### src/motorPkg.sv
package motorPkg;

    // commutation
    localparam int stepCount  = 12;
    localparam int stepIndexW = 4;

    // pwm timing widths
    localparam int periodW   = 12;
    localparam int onLenW    = 16;
    localparam int fracW     = 4;
    localparam int stepLenW  = 16;
    localparam int deadTimeW = 3;

    // register map
    localparam int regAddrW = 2;
    localparam logic [regAddrW-1:0] addrTiming = 2'd0;
    localparam logic [regAddrW-1:0] addrDrive  = 2'd1;

    // layout of a write to addrTiming
    typedef struct packed {
        logic                 enable;
        logic [deadTimeW-1:0] deadTime;
        logic [periodW-1:0]   pwmMin;
        logic [periodW-1:0]   pwmLenWant;
        logic [3:0]           spare;
    } cfgTimingT;

    // layout of a write to addrDrive
    // onLen is whole cycles in the upper bits, sixteenths in the low fracW bits
    typedef struct packed {
        logic [onLenW-1:0]   onLen;
        logic [stepLenW-1:0] stepLen;
    } cfgDriveT;

    // one write word, read through the view the address selects
    typedef union packed {
        cfgTimingT timing;
        cfgDriveT  drive;
    } cfgWordT;

    // drive role of one phase in one step
    typedef enum logic [1:0] {
        roleHigh,
        roleLow,
        roleFloat
    } phaseRoleT;

    // roles per phase and step, B and C are A rotated by four and eight steps
    localparam phaseRoleT commTable [3][stepCount] = '{
        // phase A
        '{roleHigh,  roleHigh,  roleHigh,  roleHigh,  roleFloat, roleFloat,
          roleLow,   roleLow,   roleLow,   roleLow,   roleFloat, roleFloat},
        // phase B
        '{roleLow,   roleLow,   roleFloat, roleFloat, roleHigh,  roleHigh,
          roleHigh,  roleHigh,  roleFloat, roleFloat, roleLow,   roleLow},
        // phase C
        '{roleFloat, roleFloat, roleLow,   roleLow,   roleLow,   roleLow,
          roleFloat, roleFloat, roleHigh,  roleHigh,  roleHigh,  roleHigh}
    };

endpackage

### src/motorRegs.sv
`timescale 1ns/1ps

module motorRegs (
    input  logic                           clk,
    input  logic                           arstN,
    input  logic                           regWr,
    input  logic [motorPkg::regAddrW-1:0]  regAddr,
    input  motorPkg::cfgWordT              regData,
    output logic                           enable,
    output logic [motorPkg::deadTimeW-1:0] deadTime,
    output logic [motorPkg::periodW-1:0]   pwmMin,
    output logic [motorPkg::periodW-1:0]   pwmLenWant,
    output logic [motorPkg::onLenW-1:0]    onLen,
    output logic [motorPkg::stepLenW-1:0]  stepLen
);

    import motorPkg::*;

    logic wrTiming;
    logic wrDrive;

    assign wrTiming = regWr && (regAddr == addrTiming);
    assign wrDrive  = regWr && (regAddr == addrDrive);

    // timing fields, enable lives here so a single write can start the drive
    always_ff @(posedge clk or negedge arstN) begin
        if (!arstN) begin
            enable     <= 1'b0;
            deadTime   <= '0;
            pwmMin     <= '0;
            pwmLenWant <= '0;
        end else if (wrTiming) begin
            enable     <= regData.timing.enable;
            deadTime   <= regData.timing.deadTime;
            pwmMin     <= regData.timing.pwmMin;
            pwmLenWant <= regData.timing.pwmLenWant;
        end
    end

    // drive fields
    always_ff @(posedge clk or negedge arstN) begin
        if (!arstN) begin
            onLen   <= '0;
            stepLen <= '0;
        end else if (wrDrive) begin
            onLen   <= regData.drive.onLen;
            stepLen <= regData.drive.stepLen;
        end
    end

    // writes to unmapped addresses would be silently lost
    addrKnown: assert property (
        @(posedge clk) disable iff (!arstN)
        regWr |-> (regAddr == addrTiming) || (regAddr == addrDrive)
    ) else $error("write to unmapped register address %0d", regAddr);

endmodule

### src/stepSequencer.sv
`timescale 1ns/1ps

module stepSequencer (
    input  logic                            clk,
    input  logic                            arstN,
    input  logic                            enable,
    input  logic [motorPkg::stepLenW-1:0]   stepLen,
    output logic [motorPkg::stepIndexW-1:0] stepIndex,
    output logic                            stepFirst,
    output logic                            stepLast
);

    import motorPkg::*;

    // cycles left in the current step
    // zero marks the first cycle
    logic [stepLenW-1:0] stepCnt;
    logic                indexWrap;

    assign stepFirst = enable && (stepCnt == '0);
    assign stepLast  = enable && (stepCnt == stepLenW'(1));
    assign indexWrap = (stepIndex == stepIndexW'(stepCount - 1));

    always_ff @(posedge clk or negedge arstN) begin
        if (!arstN) begin
            stepCnt <= '0;
        end else if (!enable) begin
            stepCnt <= '0;
        end else if (stepFirst) begin
            // the first cycle is already spent
            stepCnt <= stepLen - 1'b1;
        end else begin
            stepCnt <= stepCnt - 1'b1;
        end
    end

    // index moves on the edge after the last cycle of a step
    always_ff @(posedge clk or negedge arstN) begin
        if (!arstN) begin
            stepIndex <= '0;
        end else if (!enable) begin
            stepIndex <= '0;
        end else if (stepLast) begin
            if (indexWrap) begin
                stepIndex <= '0;
            end else begin
                stepIndex <= stepIndex + 1'b1;
            end
        end
    end

    indexRange: assert property (
        @(posedge clk) disable iff (!arstN)
        stepIndex <= stepIndexW'(stepCount - 1)
    ) else $error("step index %0d out of range", stepIndex);

    // holds as long as every step is at least two cycles long
    strobeExclusive: assert property (
        @(posedge clk) disable iff (!arstN)
        !(stepFirst && stepLast)
    ) else $error("step first and last strobes coincide");

endmodule

### src/pwmPhaseGen.sv
`timescale 1ns/1ps

module pwmPhaseGen #(
    parameter int phaseIdx = 0
) (
    input  logic                            clk,
    input  logic                            arstN,
    input  logic                            enable,
    input  logic [motorPkg::periodW-1:0]    pwmLenWant,
    input  logic [motorPkg::periodW-1:0]    pwmMin,
    input  logic [motorPkg::onLenW-1:0]     onLen,
    input  logic [motorPkg::stepIndexW-1:0] stepIndex,
    input  logic                            stepFirst,
    input  logic                            stepLast,
    output logic                            pwm,
    output motorPkg::phaseRoleT             role
);

    import motorPkg::*;

    logic [periodW-1:0] periodCnt;
    logic [periodW-1:0] pulseCnt;
    logic [periodW-1:0] lenLimit;
    logic [periodW-1:0] pulseLen;
    logic [periodW:0]   wholeSum;
    logic [onLenW:0]    accSum;
    logic [onLenW-1:0]  acc;
    logic [onLenW-1:0]  accKeep;
    logic [onLenW-1:0]  accNext;
    logic               periodReload;
    logic               emit;

    assign role = commTable[phaseIdx][stepIndex];

    // a new period starts with every step, otherwise when the counter runs out
    // no period starts in the last step cycle since the step start reloads anyway
    assign periodReload = enable && (stepFirst || (periodCnt == '0 && !stepLast));
    assign lenLimit     = pwmLenWant - 1'b1;

    // remainder plus the requested on-length, one extra bit for withheld pulses
    assign accSum   = {1'b0, acc} + {1'b0, onLen};
    assign wholeSum = accSum[onLenW:fracW];

    // whole part capped so the gate always drops once per period
    always_comb begin
        if (wholeSum > {1'b0, lenLimit}) begin
            pulseLen = lenLimit;
        end else begin
            pulseLen = wholeSum[periodW-1:0];
        end
    end

    // short pulses are withheld and their whole part kept for later periods
    assign emit = (pulseLen != '0) && (pulseLen >= pwmMin);

    // saturate instead of wrapping when a bad setting keeps withholding
    assign accKeep = accSum[onLenW] ? '1 : accSum[onLenW-1:0];

    always_comb begin
        if (emit) begin
            accNext = {{(onLenW - fracW){1'b0}}, accSum[fracW-1:0]};
        end else begin
            accNext = accKeep;
        end
    end

    always_ff @(posedge clk or negedge arstN) begin
        if (!arstN) begin
            periodCnt <= '0;
        end else if (!enable) begin
            periodCnt <= '0;
        end else if (periodReload) begin
            periodCnt <= lenLimit;
        end else if (periodCnt != '0) begin
            periodCnt <= periodCnt - 1'b1;
        end
    end

    always_ff @(posedge clk or negedge arstN) begin
        if (!arstN) begin
            acc <= '0;
        end else if (!enable) begin
            acc <= '0;
        end else if (periodReload) begin
            acc <= accNext;
        end
    end

    // a pulse cut by a step start either merges with the new one or runs out
    always_ff @(posedge clk or negedge arstN) begin
        if (!arstN) begin
            pulseCnt <= '0;
        end else if (!enable) begin
            pulseCnt <= '0;
        end else if (periodReload && emit) begin
            pulseCnt <= pulseLen;
        end else if (pulseCnt != '0) begin
            pulseCnt <= pulseCnt - 1'b1;
        end
    end

    assign pwm = (pulseCnt != '0);

    // every pulse starts with enough cycles loaded to reach the minimum
    minPulse: assert property (
        @(posedge clk) disable iff (!arstN || !enable)
        $rose(pwm) |-> pulseCnt >= pwmMin
    ) else $error("phase %0d pulse of %0d below minimum %0d", phaseIdx, pulseCnt, pwmMin);

endmodule

### src/gateDeadtime.sv
`timescale 1ns/1ps

module gateDeadtime (
    input  logic                           clk,
    input  logic                           arstN,
    input  logic [motorPkg::deadTimeW-1:0] deadTime,
    input  logic                           pwm,
    input  motorPkg::phaseRoleT            role,
    output logic                           gateHi,
    output logic                           gateLo
);

    import motorPkg::*;

    logic                 reqHi;
    logic                 reqLo;
    logic                 holdHi;
    logic                 holdLo;
    logic                 hiNext;
    logic                 loNext;
    logic [deadTimeW-1:0] deadCnt;
    logic                 lastOffHi;

    // the active side follows pwm, a floating phase requests nothing
    assign reqHi = pwm && (role == roleHigh);
    assign reqLo = pwm && (role == roleLow);

    // a side waits while the other is on or its dead time is still running
    assign holdHi = gateLo || ((deadCnt != '0) && !lastOffHi);
    assign holdLo = gateHi || ((deadCnt != '0) && lastOffHi);

    assign hiNext = reqHi && !holdHi;
    assign loNext = reqLo && !holdLo;

    always_ff @(posedge clk or negedge arstN) begin
        if (!arstN) begin
            gateHi    <= 1'b0;
            gateLo    <= 1'b0;
            deadCnt   <= '0;
            lastOffHi <= 1'b0;
        end else begin
            gateHi <= hiNext;
            gateLo <= loNext;
            // dead time restarts at each falling gate
            if (gateHi && !hiNext) begin
                deadCnt   <= deadTime;
                lastOffHi <= 1'b1;
            end else if (gateLo && !loNext) begin
                deadCnt   <= deadTime;
                lastOffHi <= 1'b0;
            end else if (deadCnt != '0) begin
                deadCnt <= deadCnt - 1'b1;
            end
        end
    end

    noShootThrough: assert property (
        @(posedge clk) disable iff (!arstN)
        !(gateHi && gateLo)
    ) else $error("high and low gate on together");

endmodule

### src/motorDriveTop.sv
`timescale 1ns/1ps

module motorDriveTop (
    input  logic                            clk,
    input  logic                            arstN,
    input  logic                            regWr,
    input  logic [motorPkg::regAddrW-1:0]   regAddr,
    input  motorPkg::cfgWordT               regData,
    output logic [motorPkg::stepIndexW-1:0] stepIndex,
    output logic                            gateHiA,
    output logic                            gateLoA,
    output logic                            gateHiB,
    output logic                            gateLoB,
    output logic                            gateHiC,
    output logic                            gateLoC
);

    import motorPkg::*;

    logic                 enable;
    logic [deadTimeW-1:0] deadTime;
    logic [periodW-1:0]   pwmMin;
    logic [periodW-1:0]   pwmLenWant;
    logic [onLenW-1:0]    onLen;
    logic [stepLenW-1:0]  stepLen;
    logic                 stepFirst;
    logic                 stepLast;
    logic [2:0]           pwm;
    logic [2:0]           gateHi;
    logic [2:0]           gateLo;
    phaseRoleT            role [3];

    motorRegs motorRegs_inst (
        .clk        (clk),
        .arstN      (arstN),
        .regWr      (regWr),
        .regAddr    (regAddr),
        .regData    (regData),
        .enable     (enable),
        .deadTime   (deadTime),
        .pwmMin     (pwmMin),
        .pwmLenWant (pwmLenWant),
        .onLen      (onLen),
        .stepLen    (stepLen)
    );

    stepSequencer stepSequencer_inst (
        .clk       (clk),
        .arstN     (arstN),
        .enable    (enable),
        .stepLen   (stepLen),
        .stepIndex (stepIndex),
        .stepFirst (stepFirst),
        .stepLast  (stepLast)
    );

    // index 0, 1 and 2 are phases A, B and C
    for (genvar p = 0; p < 3; p++) begin : gPhase
        pwmPhaseGen #(
            .phaseIdx (p)
        ) pwmPhaseGen_inst (
            .clk        (clk),
            .arstN      (arstN),
            .enable     (enable),
            .pwmLenWant (pwmLenWant),
            .pwmMin     (pwmMin),
            .onLen      (onLen),
            .stepIndex  (stepIndex),
            .stepFirst  (stepFirst),
            .stepLast   (stepLast),
            .pwm        (pwm[p]),
            .role       (role[p])
        );

        gateDeadtime gateDeadtime_inst (
            .clk      (clk),
            .arstN    (arstN),
            .deadTime (deadTime),
            .pwm      (pwm[p]),
            .role     (role[p]),
            .gateHi   (gateHi[p]),
            .gateLo   (gateLo[p])
        );
    end

    assign gateHiA = gateHi[0];
    assign gateLoA = gateLo[0];
    assign gateHiB = gateHi[1];
    assign gateLoB = gateLo[1];
    assign gateHiC = gateHi[2];
    assign gateLoC = gateLo[2];

endmodule

### config.mk
export PLATFORM = sky130hd
export DESIGN_NAME = motorDriveTop
export DESIGN_NICKNAME = d
export VERILOG_FILES = /design/src/motorPkg.sv /design/src/motorRegs.sv /design/src/stepSequencer.sv /design/src/pwmPhaseGen.sv /design/src/gateDeadtime.sv /design/src/motorDriveTop.sv
export SDC_FILE = /design/constraint.sdc
export NUM_CORES = 1
export LEC_CHECK = 0
export BUFFER_PORTS_ARGS = -buffer_cell sky130_fd_sc_hd__buf_2
export CORE_MARGIN = 2
export CORE_UTILIZATION = 40
export CTS_BUF_LIST = sky130_fd_sc_hd__clkbuf_4
export DETAILED_ROUTE_END_ITERATION = 6
export PLACE_DENSITY = 0.53
export SYNTH_ARGS = -nofsm -noshare
export SYNTH_HDL_FRONTEND = slang
export SYNTH_SLANG_ARGS = --single-unit
### constraint.sdc
create_clock -name clk -period 6.7 [get_ports clk]
set_input_delay 1.34 -clock clk [delete_from_list [all_inputs] [get_ports clk]]
set_output_delay 1.34 -clock clk [all_outputs]
set_load 0.005 [all_outputs]
Word level (Yosys, flattened, before mapping)
Memory sizes are Yosys's and may differ from the RTL's. Cells that the tools add are included.

$add $sub $neg: 16. $lt $le $gt $ge: 7. Eq/ne operators: 16. Multiplexer cells: 59. Bitwise logic cells: 1. Reductions and logical operators: 91.

Operators with widths (count): two-way mux 12 bit (21); two-way mux 16 bit (14); nonzero test 12 bit (9); subtractor 12 x 1 -> 12 bit (second input constant) (7); adder 16 x 16 -> 17 bit (3); logical AND 1 bit (40); greater-than comparator 13 x 12 -> 1 bit (3); greater-or-equal comparator 12 bit (3); logical NOT 12 bit (3); subtractor 16 x 1 -> 16 bit (second input constant) (2); two-way mux 3 bit (9); != test 3 x 1 -> 1 bit (second input constant) (6); nonzero test 3 bit (6); == test 16 x 1 -> 1 bit (second input constant) (1); logical NOT 1 bit (16); logical NOT 16 bit (1); two-way mux 2 bit (6); two-way mux 4 bit (3); logical OR 1 bit (9); subtractor 3 x 1 -> 3 bit (second input constant) (3); == test 2 x 1 -> 1 bit (second input constant) (4); logical NOT 2 bit (4); != test 2 x 1 -> 1 bit (second input constant) (4); two-way mux 1 bit (6); 5 further kinds (7).

Flip-flop bits (word level): 218. ROM bits: 96. Input port bits: 37. Output and inout port bits: 10. Memories kept: 3.

Memory list: (no name shown) (words 16, bits a word 2, read ports 1, clocked after memory_dff 0, wr ports 0, RTL line pwmPhaseGen.sv:33) `assign role = commTable[phaseIdx][stepIndex];`; (no name shown) (words 16, bits a word 2, read ports 1, clocked after memory_dff 0, wr ports 0, RTL line pwmPhaseGen.sv:33); (no name shown) (words 16, bits a word 2, read ports 1, clocked after memory_dff 0, wr ports 0, RTL line pwmPhaseGen.sv:33).

Longest topological paths before layout
Gate-level depths: netlist (run 1).

Depth after elaboration: 11. Mapped depth: 29. Gate-level depth less buffers: 27.

Modules after synthesis
Synthesis (run 1) repeated with hierarchy kept, for this count alone.

Cell total of the unflattened synthesis: 1899. Area, all modules: 17399.2 um2.

Modules (own cells, without submodules): pwmPhaseGen (gPhase[2].pwmPhaseGen_inst) (times used 1, cells each 513, area an instance 4226.6 um2, sequential area each 1001.0 um2); pwmPhaseGen (gPhase[0].pwmPhaseGen_inst) (times used 1, cells each 503, area an instance 4187.8 um2, sequential area each 1001.0 um2); pwmPhaseGen (gPhase[1].pwmPhaseGen_inst) (times used 1, cells each 490, area an instance 4142.7 um2, sequential area each 1001.0 um2); motorRegs (times used 1, cells each 128, area an instance 2351.0 um2, sequential area each 1501.4 um2); stepSequencer (times used 1, cells each 151, area an instance 1380.1 um2, sequential area each 500.5 um2); gateDeadtime (times used 3, cells each 38, area an instance 370.4 um2, sequential area each 150.1 um2).

Worst setup path after synthesis (run 1)
No wires, ideal clock.

Path kind: register -> register. Start: reg motorRegs_inst.onLen[0] (netlist bit). End: reg gPhase[1].pwmPhaseGen_inst.pulseCnt[7]. Arrival: 6.062 ns. Required time: 6.572 ns. Slack: 0.511 ns. Cell stages (with the launch flop): 27. Path buffers: 2. Period minus slack after synthesis: 6.189 ns. Cells stage by stage: dfrtp_1 ha_1 fa_1 a21o_1 a221oi_2 or2_1 a32oi_1 ha_1 nand2_1 a211o_1 a211o_1 a31oi_1 or2_1 clkbuf_1 clkbuf_1 nor2_1 a21oi_1 ha_1 a2111oi_0 nand2_1 a21oi_1 o21ai_0 a21o_1 o311a_1 a211oi_4 nor2_2 mux2_1.

Cells in the longest elaborated chain, start to end: 8. Elaborated cells on any way between the ends: 10.

Ends and longest elaborated chain: start: declaration (RTL line motorRegs.sv:13) `output logic [motorPkg::onLenW-1:0] onLen,`; start signal: assignment (RTL line motorRegs.sv:46) `onLen <= regData.drive.onLen;`; adder 16 x 16 -> 17 bit * (RTL line pwmPhaseGen.sv:41) `assign accSum = {1'b0, acc} + {1'b0, onLen};`; greater-than comparator 13 x 12 -> 1 bit (RTL line pwmPhaseGen.sv:46) `if (wholeSum > {1'b0, lenLimit}) begin`; two-way mux 12 bit * (RTL line pwmPhaseGen.sv:46); greater-or-equal comparator 12 bit / nonzero test 12 bit (equally long branches) (RTL line pwmPhaseGen.sv:54) `assign emit = (pulseLen != '0) && (pulseLen >= pwmMin);`; logical AND 1 bit (RTL line pwmPhaseGen.sv:54); logical AND 1 bit (RTL line pwmPhaseGen.sv:95) `end else if (periodReload && emit) begin`; two-way mux 12 bit (RTL line pwmPhaseGen.sv:95); two-way mux 12 bit (RTL line pwmPhaseGen.sv:93) `end else if (!enable) begin`; end signal: assignment (RTL line pwmPhaseGen.sv:96) `pulseCnt <= pulseLen;`; end signal: assignment (RTL line pwmPhaseGen.sv:98) `pulseCnt <= pulseCnt - 1'b1;`; end: declaration (RTL line pwmPhaseGen.sv:22) `logic [periodW-1:0] pulseCnt;`.

Every way passes the cells marked *; elsewhere a longest branch is shown, timed or not. A chain may end at the register's enable or synchronous reset.

Worst setup path after layout (run 1)
Start: reg motorRegs_inst.onLen[9] (netlist bit). End: reg gPhase[2].pwmPhaseGen_inst.acc[0].

Cells in the longest elaborated chain, start to end: 8. Elaborated cells on any way between the ends: 10.

Ends and longest elaborated chain: adder 16 x 16 -> 17 bit * (RTL line pwmPhaseGen.sv:41); greater-than comparator 13 x 12 -> 1 bit (RTL line pwmPhaseGen.sv:46); two-way mux 12 bit (RTL line pwmPhaseGen.sv:46); greater-or-equal comparator 12 bit / nonzero test 12 bit (equally long branches) (RTL line pwmPhaseGen.sv:54); logical AND 1 bit (RTL line pwmPhaseGen.sv:54); two-way mux 16 bit * (RTL line pwmPhaseGen.sv:60) `if (emit) begin`; two-way mux 16 bit * (RTL line pwmPhaseGen.sv:84) `end else if (periodReload) begin`; two-way mux 16 bit * (RTL line pwmPhaseGen.sv:82) `end else if (!enable) begin`; end signal: assignment (RTL line pwmPhaseGen.sv:85) `acc <= accNext;`; end: declaration (RTL line pwmPhaseGen.sv:27) `logic [onLenW-1:0] acc;`.

Every way passes the cells marked *; elsewhere a longest branch is shown, timed or not. The select of a mux whose other input is x is not followed.

==> metrics.cfg, run 1 <==
[status]
outcome=complete, no violations

[cells_and_area]
n_fill_cell=3729
nets=2073
ff_latch_area_um2=5460
post-route-util=0.462
multi_input_area_um2=9940
stdcell_count=2454
drive_gt1_frac=0.167
syn_to_final_growth_pct=13.4

[place]
dp_cells=2335
hpwl_um=36200
place_congestion=0.937
port_buffers=46

[global_routing]
grt_max_degree=143
grt_util_met1=0.337
grt_pass1_wl_um=78700
grt_pass1_vias=13900
met2_usage=0.381
grt_use_met3=0.0454
gr-total-overflow=0
grt_antenna_before_repair=2
busiest_layer=met2
track_usage=0.246

[synthesis]
ys_types=87
synth-async-reset-ratio=1.00
synth_top_cell_by_area=dfrtp_1
synth-seq-area-share=0.345
synth_edf_count=0
synth_area_leaders=dfrtp_1 34%, ha_1 11%, a21oi_1 4.3%, nor2_1 4.1%, mux2_2 4.1%
ys_ff_latch=218
syn_avg_cell_area_um2=8.95
synth_top_area_frac=0.345
syn_nets=1950
dominantRegCellSynth=dfrtp_1
synthCells=1769
yosysWarnings=0
syn_area_um2=15800

[flow_run]
cap_violations=0

[clocking]
numCtsBuffers=69
hold_buffers=0
clk_path_buf_depth=3
clkLatencyLatePin_ns=0.75
clockRootBuffer=clkbuf_4
htree_levels=3
cts.clk_slew.worst_paths_ns=0.06
numClockSinks=218
cts_tree=done

[sta]
period_needed_ns=6.37
fin_tns_setup_ns=0
whs_ns=0.480
worst_pin_slew_ns=1.13
period_share=0.951
max_slew_margin=0.243
max_freq_mhz=157
finalSetupViolations=0
hold_viol=0
fin_skew_ns=0.0384
slew_violations=0

[die]
core_um2=38800
num_rows=72
num_io_pins=47
dieArea_um2=41200
die_h_um=203
fp.dieW_um=203
initial_core_util=0.408

[power_and_ir_drop]
leakage_nw=8.34
power_density_nw_per_um2=522
ir_drop_mv=0.194
power_mw=9.37

[critical_path]
max_stage_delay_ns=0.43
critPathCaptureType=flop
arrival_ns=7.04
path_delay_family=compound AO/OA/AOI/OAI gates
startpoint_type=flop
crit_path_frequent_cell=ha_1
cp_num_buf_inv=2
critPathKind=reg -> reg
cp_slowest_cell=dfrtp_1
cp.required_ns=7.37
crit_fanout=7

[detailed_routing]
antenna_left=0
routed_wl_um=49600
vias=14000
first_iter_violations=954
first_pass_iters=5
drc=0
viasPerCell=5.71
wl_per_cell_um=20.2

[min_path]
worstHoldPathType=reg -> reg

[worst register-to-register path, stage by stage, from the launching register on]
cell	delay (ns)
dfrtp_1	0.43
ha_1	0.43
and2_1	0.27
and3_1	0.20
a221o_1	0.34
o21ai_2	0.21
nand2b_1	0.08
a21oi_1	0.18
xor2_1	0.29
inv_1	0.08
ha_1	0.18
a21o_1	0.18
a21oi_1	0.19
o211ai_1	0.15
o21a_1	0.24
nor2_2	0.25
mux2i_1	0.18
ha_1	0.21
a21o_1	0.18
a2111oi_1	0.40
o21ai_0	0.19
a221o_1	0.35
a31oi_1	0.24
nor2_1	0.18
o21ai_1	0.14
a21boi_1	0.19
buf_4	0.17
o221a_2	0.19
[path summary, 6_finish.rpt]
path	from	to	slack (ns)	depth (start not counted)
worst max-delay path	motorRegs_inst.onLen[9]	gPhase[2].pwmPhaseGen_inst.acc[0]	0.33	27
worst min-delay path	gPhase[0].gateDeadtime_inst.gateLo	gPhase[0].gateDeadtime_inst.gateHi	0.48	1
worst max register to register	motorRegs_inst.onLen[9]	gPhase[2].pwmPhaseGen_inst.acc[0]	0.33	27
worst min register to register	gPhase[0].gateDeadtime_inst.gateLo	gPhase[0].gateDeadtime_inst.gateHi	0.48	1
max in group asynchronous	arstN	gPhase[2].pwmPhaseGen_inst.pulseCnt[4]	4.89	2
min in group asynchronous	arstN	motorRegs_inst.stepLen[12]	0.55	1
[report_power, final]
group	switching (mW)	internal, mW
registers	0.294	1.65
logic	3.63	2.47
clock network	0.623	0.701
total	4.54	4.83
[placed cells by master, fill, tap and decap left out, types with 45 or more instances in the layout]
cell type,count
buf_2,45
buf_4,74
xor2_1,45
nand2_1,160
nor3_1,47
clkbuf_4,91
mux2_2,57
a21oi_1,135
inv_1,71
nand3_1,45
dfrtp_1,217
nor2_1,171
ha_1,141
o21ai_0,73
xnor2_1,67
[flip-flops by register name, indices dropped and copies added (netlist names), 12 cells and up]
signal                             cells
gPhase.pwmPhaseGen_inst.acc           48
gPhase.pwmPhaseGen_inst.periodCnt     36
gPhase.pwmPhaseGen_inst.pulseCnt      36
motorRegs_inst.onLen                  16
motorRegs_inst.pwmLenWant             12
motorRegs_inst.pwmMin                 12
motorRegs_inst.stepLen                16
stepSequencer_inst.stepCnt            16
[routing by layer]
| layer | routed length, µm | up-vias |
|---|---|---|
| met5 | 0 | - |
| met4 | 1720 | 0 |
| li1 | - | 6746 |
| met3 | 3030 | 109 |
| met2 | 21800 | 438 |
| met1 | 23000 | 6713 |
[stage by stage]
stage	setup WS, ns	instance area, µm²
floorplan	0.511	15800
global placement	0.0314	17000
detailed placement	0.0341	17000
CTS	0.00979	17800
global route	-0.0871	18000
finish	0.330	18000
[cell usage after synthesis (12+ instances only)]
cell type / n
nor2_1: 172
nor3_1: 48
a21o_1: 35
o21ai_0: 75
o211ai_1: 17
nor2b_1: 14
xnor2_1: 67
xor2_1: 45
nand3_1: 45
a211oi_1: 43
dfrtp_1: 218
a31oi_1: 13
nand2_1: 160
clkbuf_1: 60
and3_1: 13
or4_1: 12
o21a_1: 15
and2_1: 12
nor4_1: 26
or3_1: 17
mux2_2: 57
ha_1: 141
a21oi_1: 137
inv_1: 72
mux2i_1: 25
o21ai_1: 16
nand2b_1: 26
[cells by family after synthesis]
group	after synthesis	share of synthesized area
AOI/OAI and AO/OA	467	0.198
xor gates and xnor gates	113	0.0630
adders and majority gates	144	0.115
buffers and inverters	141	0.0341
DFF	218	0.345
muxes	85	0.0585
and+or+nand+nor	601	0.187
[timing repair]
item / CTS / global route
setup endpoints to repair: 0 / 71
endpoints found under the hold margin: 0 / 0
resized for setup: 0 / 20
buffers inserted: 0 / 4
[cell type report]
cell class / instances / area share
multi-input combinational: 1410 / 0.554
clock buffer: 91 / 0.0380
timing repair buffer: 121 / 0.0454
antenna: 5 / 0.000697
clock inverter: 19 / 0.00725
sequential: 218 / 0.304
tap: 518 / 0.0361
inverter: 72 / 0.0151
No activity file was read; power rests on OpenSTA's default activity.
==> run 2, diff against run 1 <==
--- a/config.mk
+++ b/config.mk
@@ -8,7 +8,6 @@
 export BUFFER_PORTS_ARGS = -buffer_cell sky130_fd_sc_hd__buf_2
 export CORE_MARGIN = 2
 export CORE_UTILIZATION = 40
-export CTS_BUF_LIST = sky130_fd_sc_hd__clkbuf_4
 export DETAILED_ROUTE_END_ITERATION = 6
 export PLACE_DENSITY = 0.53
 export SYNTH_ARGS = -nofsm -noshare
==> run 2 against run 1 <==
First-iteration DRC count increased by 8.0%; clock power increased by 21%; cell area increased by 0.79%; critical path type unchanged; register-to-register slack about the same; setup slack improved by 0.015 ns; largest cell class unchanged; sequential power about the same; critical path depth unchanged; power increased by 3.1%; clock skew decreased by 0.028 ns.
==> metrics.cfg, run 2 (synthesis gave the netlist of run 1 again) <==
[status]
outcome=complete, no violations

[cells_and_area]
syn_to_final_growth_pct=14.3
drive_gt1_frac=0.145
nets=2033
layout_commonest_cell=dfrtp_1
post-route-util=0.466
largest_reg_flops=48
n_fill_cell=3694
most-common-layout-cells=217 x dfrtp_1, 171 x nor2_1, 160 x nand2_1, 141 x ha_1, 135 x a21oi_1
stdcell_count=2389
regMostFlops=gPhase.pwmPhaseGen_inst.acc
diodes=0
top_regs=gPhase.pwmPhaseGen_inst.acc (48), gPhase.pwmPhaseGen_inst.periodCnt (36), gPhase.pwmPhaseGen_inst.pulseCnt (36)

[min_path]
hold_depth=1
worstHoldPathType=reg -> reg
worstHoldStart=gPhase[0].gateDeadtime_inst.gateLo
min_to=gPhase[0].gateDeadtime_inst.gateHi

[sta]
fin_tns_setup_ns=0
hold_viol=0
period_needed_ns=6.35
period_share=0.948
fin_skew_ns=0.0104
slew_violations=0
max_slew_margin=0.248
finalSetupViolations=0
max_freq_mhz=157
worst_pin_slew_ns=1.12

[critical_path]
cp.required_ns=7.16
max_stage_delay_ns=0.43
startpoint_type=flop
arrival_ns=6.81
cp_slowest_cell=dfrtp_1
rr_endpoint=gPhase[1].pwmPhaseGen_inst.pulseCnt[8]
crit_fanout=10
r2r-start=motorRegs_inst.onLen[0]
critPathKind=reg -> reg
critPathCaptureType=flop
r2r_cells=27
r2r_slack_ns=0.35

[power_and_ir_drop]
p_clk_frac=0.165
intPower_mw=5.12
switching_share=0.470
ir_drop_mv=0.241
seqPwrFrac=0.202
power_density_nw_per_um2=534
leakage_nw=8.35
p_switching_mw=4.54
pwr-share-comb=0.633

[die]
die_h_um=203
num_io_pins=47
initial_core_util=0.408
core_um2=38800
num_rows=72
fp.dieW_um=203
dieArea_um2=41200

[clocking]
numClockSinks=218
cts.clk_slew.worst_paths_ns=0.06
cts_tree=done
clk_path_buf_depth=3
htree_levels=1
clkLatencyLatePin_ns=0.57
numCtsBuffers=27
clockRootBuffer=clkbuf_16

[detailed_routing]
antenna_left=0
wl_per_cell_um=20.6
routed_wl_um=49300
first_iter_violations=1030
vias=13800
drc=0
first_pass_iters=5
viasPerCell=5.76

[place]
hpwl_um=36200
place_congestion=0.937
dp_cells=2335
port_buffers=46

[global_routing]
grt_max_degree=143
grt_pass1_wl_um=78100
grt_pass1_vias=13500
track_usage=0.241
gr-total-overflow=0
grt_antenna_before_repair=0

[flow_run]
cap_violations=0

[run 2: cell count changes in the layout (fill, tap and decap cells not counted), moves of 2 or more]
cell and change:
clkbuf_16 +27, clkinv_1 -13, clkbuf_1 +5, clkbuf_8 +8, bufinv_16 +2, diode_2 -5, clkbuf_4 -91, buf_4 +2
[run 2: power groups by stage]
stage	logic [mW]	registers, mW	clock network, mW
floorplan	4.31	1.88	0
detailed placement	5.88	1.97	0
global placement	5.82	1.97	0
CTS	5.93	1.95	1.64
finish	6.11	1.95	1.60
global route	6.82	1.99	1.68
[run 2: worst max-delay path: cells and delay by family (launching register included)]
kind	cells	cell delay (ns)
xor+xnor	1	0.30
buf+inv	3	0.49
fa+ha+maj	4	1.19
mux	1	0.38
simple gates	5	0.69
compound gates	13	2.75
flops	1	0.43
[run 2: area by class of cell]
type / count / area [µm²] / share of cell area
Multi-Input combinational cell: 1410 / 9930 / 0.549
Clock inverter: 8 / 155 / 0.00857
Tap cell: 518 / 648 / 0.0358
Inverter: 72 / 270 / 0.0149
Timing Repair Buffer: 123 / 831 / 0.0459
Sequential cell: 218 / 5460 / 0.302
Clock buffer: 40 / 805 / 0.0445
[run 2: repair_timing]
action	4_1_cts	5_1_grt
resized for setup	1	18
pin swaps	0	2
hold buffers	0	0
cloned	0	0
setup endpoints to repair	2	71
setup buffers	0	6
[run 2: worst max-delay path by stage]
stage | slack, ns | from | to
floorplan | 0.51 | motorRegs_inst.onLen[0] | gPhase[1].pwmPhaseGen_inst.pulseCnt[7]
global placement | 0.03 | motorRegs_inst.onLen[0] | gPhase[2].pwmPhaseGen_inst.acc[2]
detailed placement | 0.03 | motorRegs_inst.onLen[0] | gPhase[2].pwmPhaseGen_inst.pulseCnt[3]
CTS | 0.01 | motorRegs_inst.onLen[9] | gPhase[2].pwmPhaseGen_inst.acc[0]
global route | -0.07 | motorRegs_inst.onLen[9] | gPhase[2].pwmPhaseGen_inst.pulseCnt[3]
finish | 0.35 | motorRegs_inst.onLen[0] | gPhase[1].pwmPhaseGen_inst.pulseCnt[8]
[run 2: metrics by stage]
step	hold WS, ns	setup WS [ns]	instance area, µm²	power [mW]
floorplan	0.454	0.511	15800	6.19
global placement	0.463	0.0314	17000	7.78
detailed placement	0.468	0.0341	17000	7.85
CTS	0.472	0.0116	18000	9.51
global route	0.508	-0.0737	18100	10.5
finish	0.470	0.345	18100	9.66
[run 2: metal layers]
layer  wire (µm)  vias up  part of all wire  GRT usage
li1            -     6624                 -          -
met1       23200     6656              0.47      0.339
met2       21500      387              0.44      0.379
met3        2570      100             0.052     0.0329
met4        1970        0             0.040     0.0865
met5           0        -                 0          0
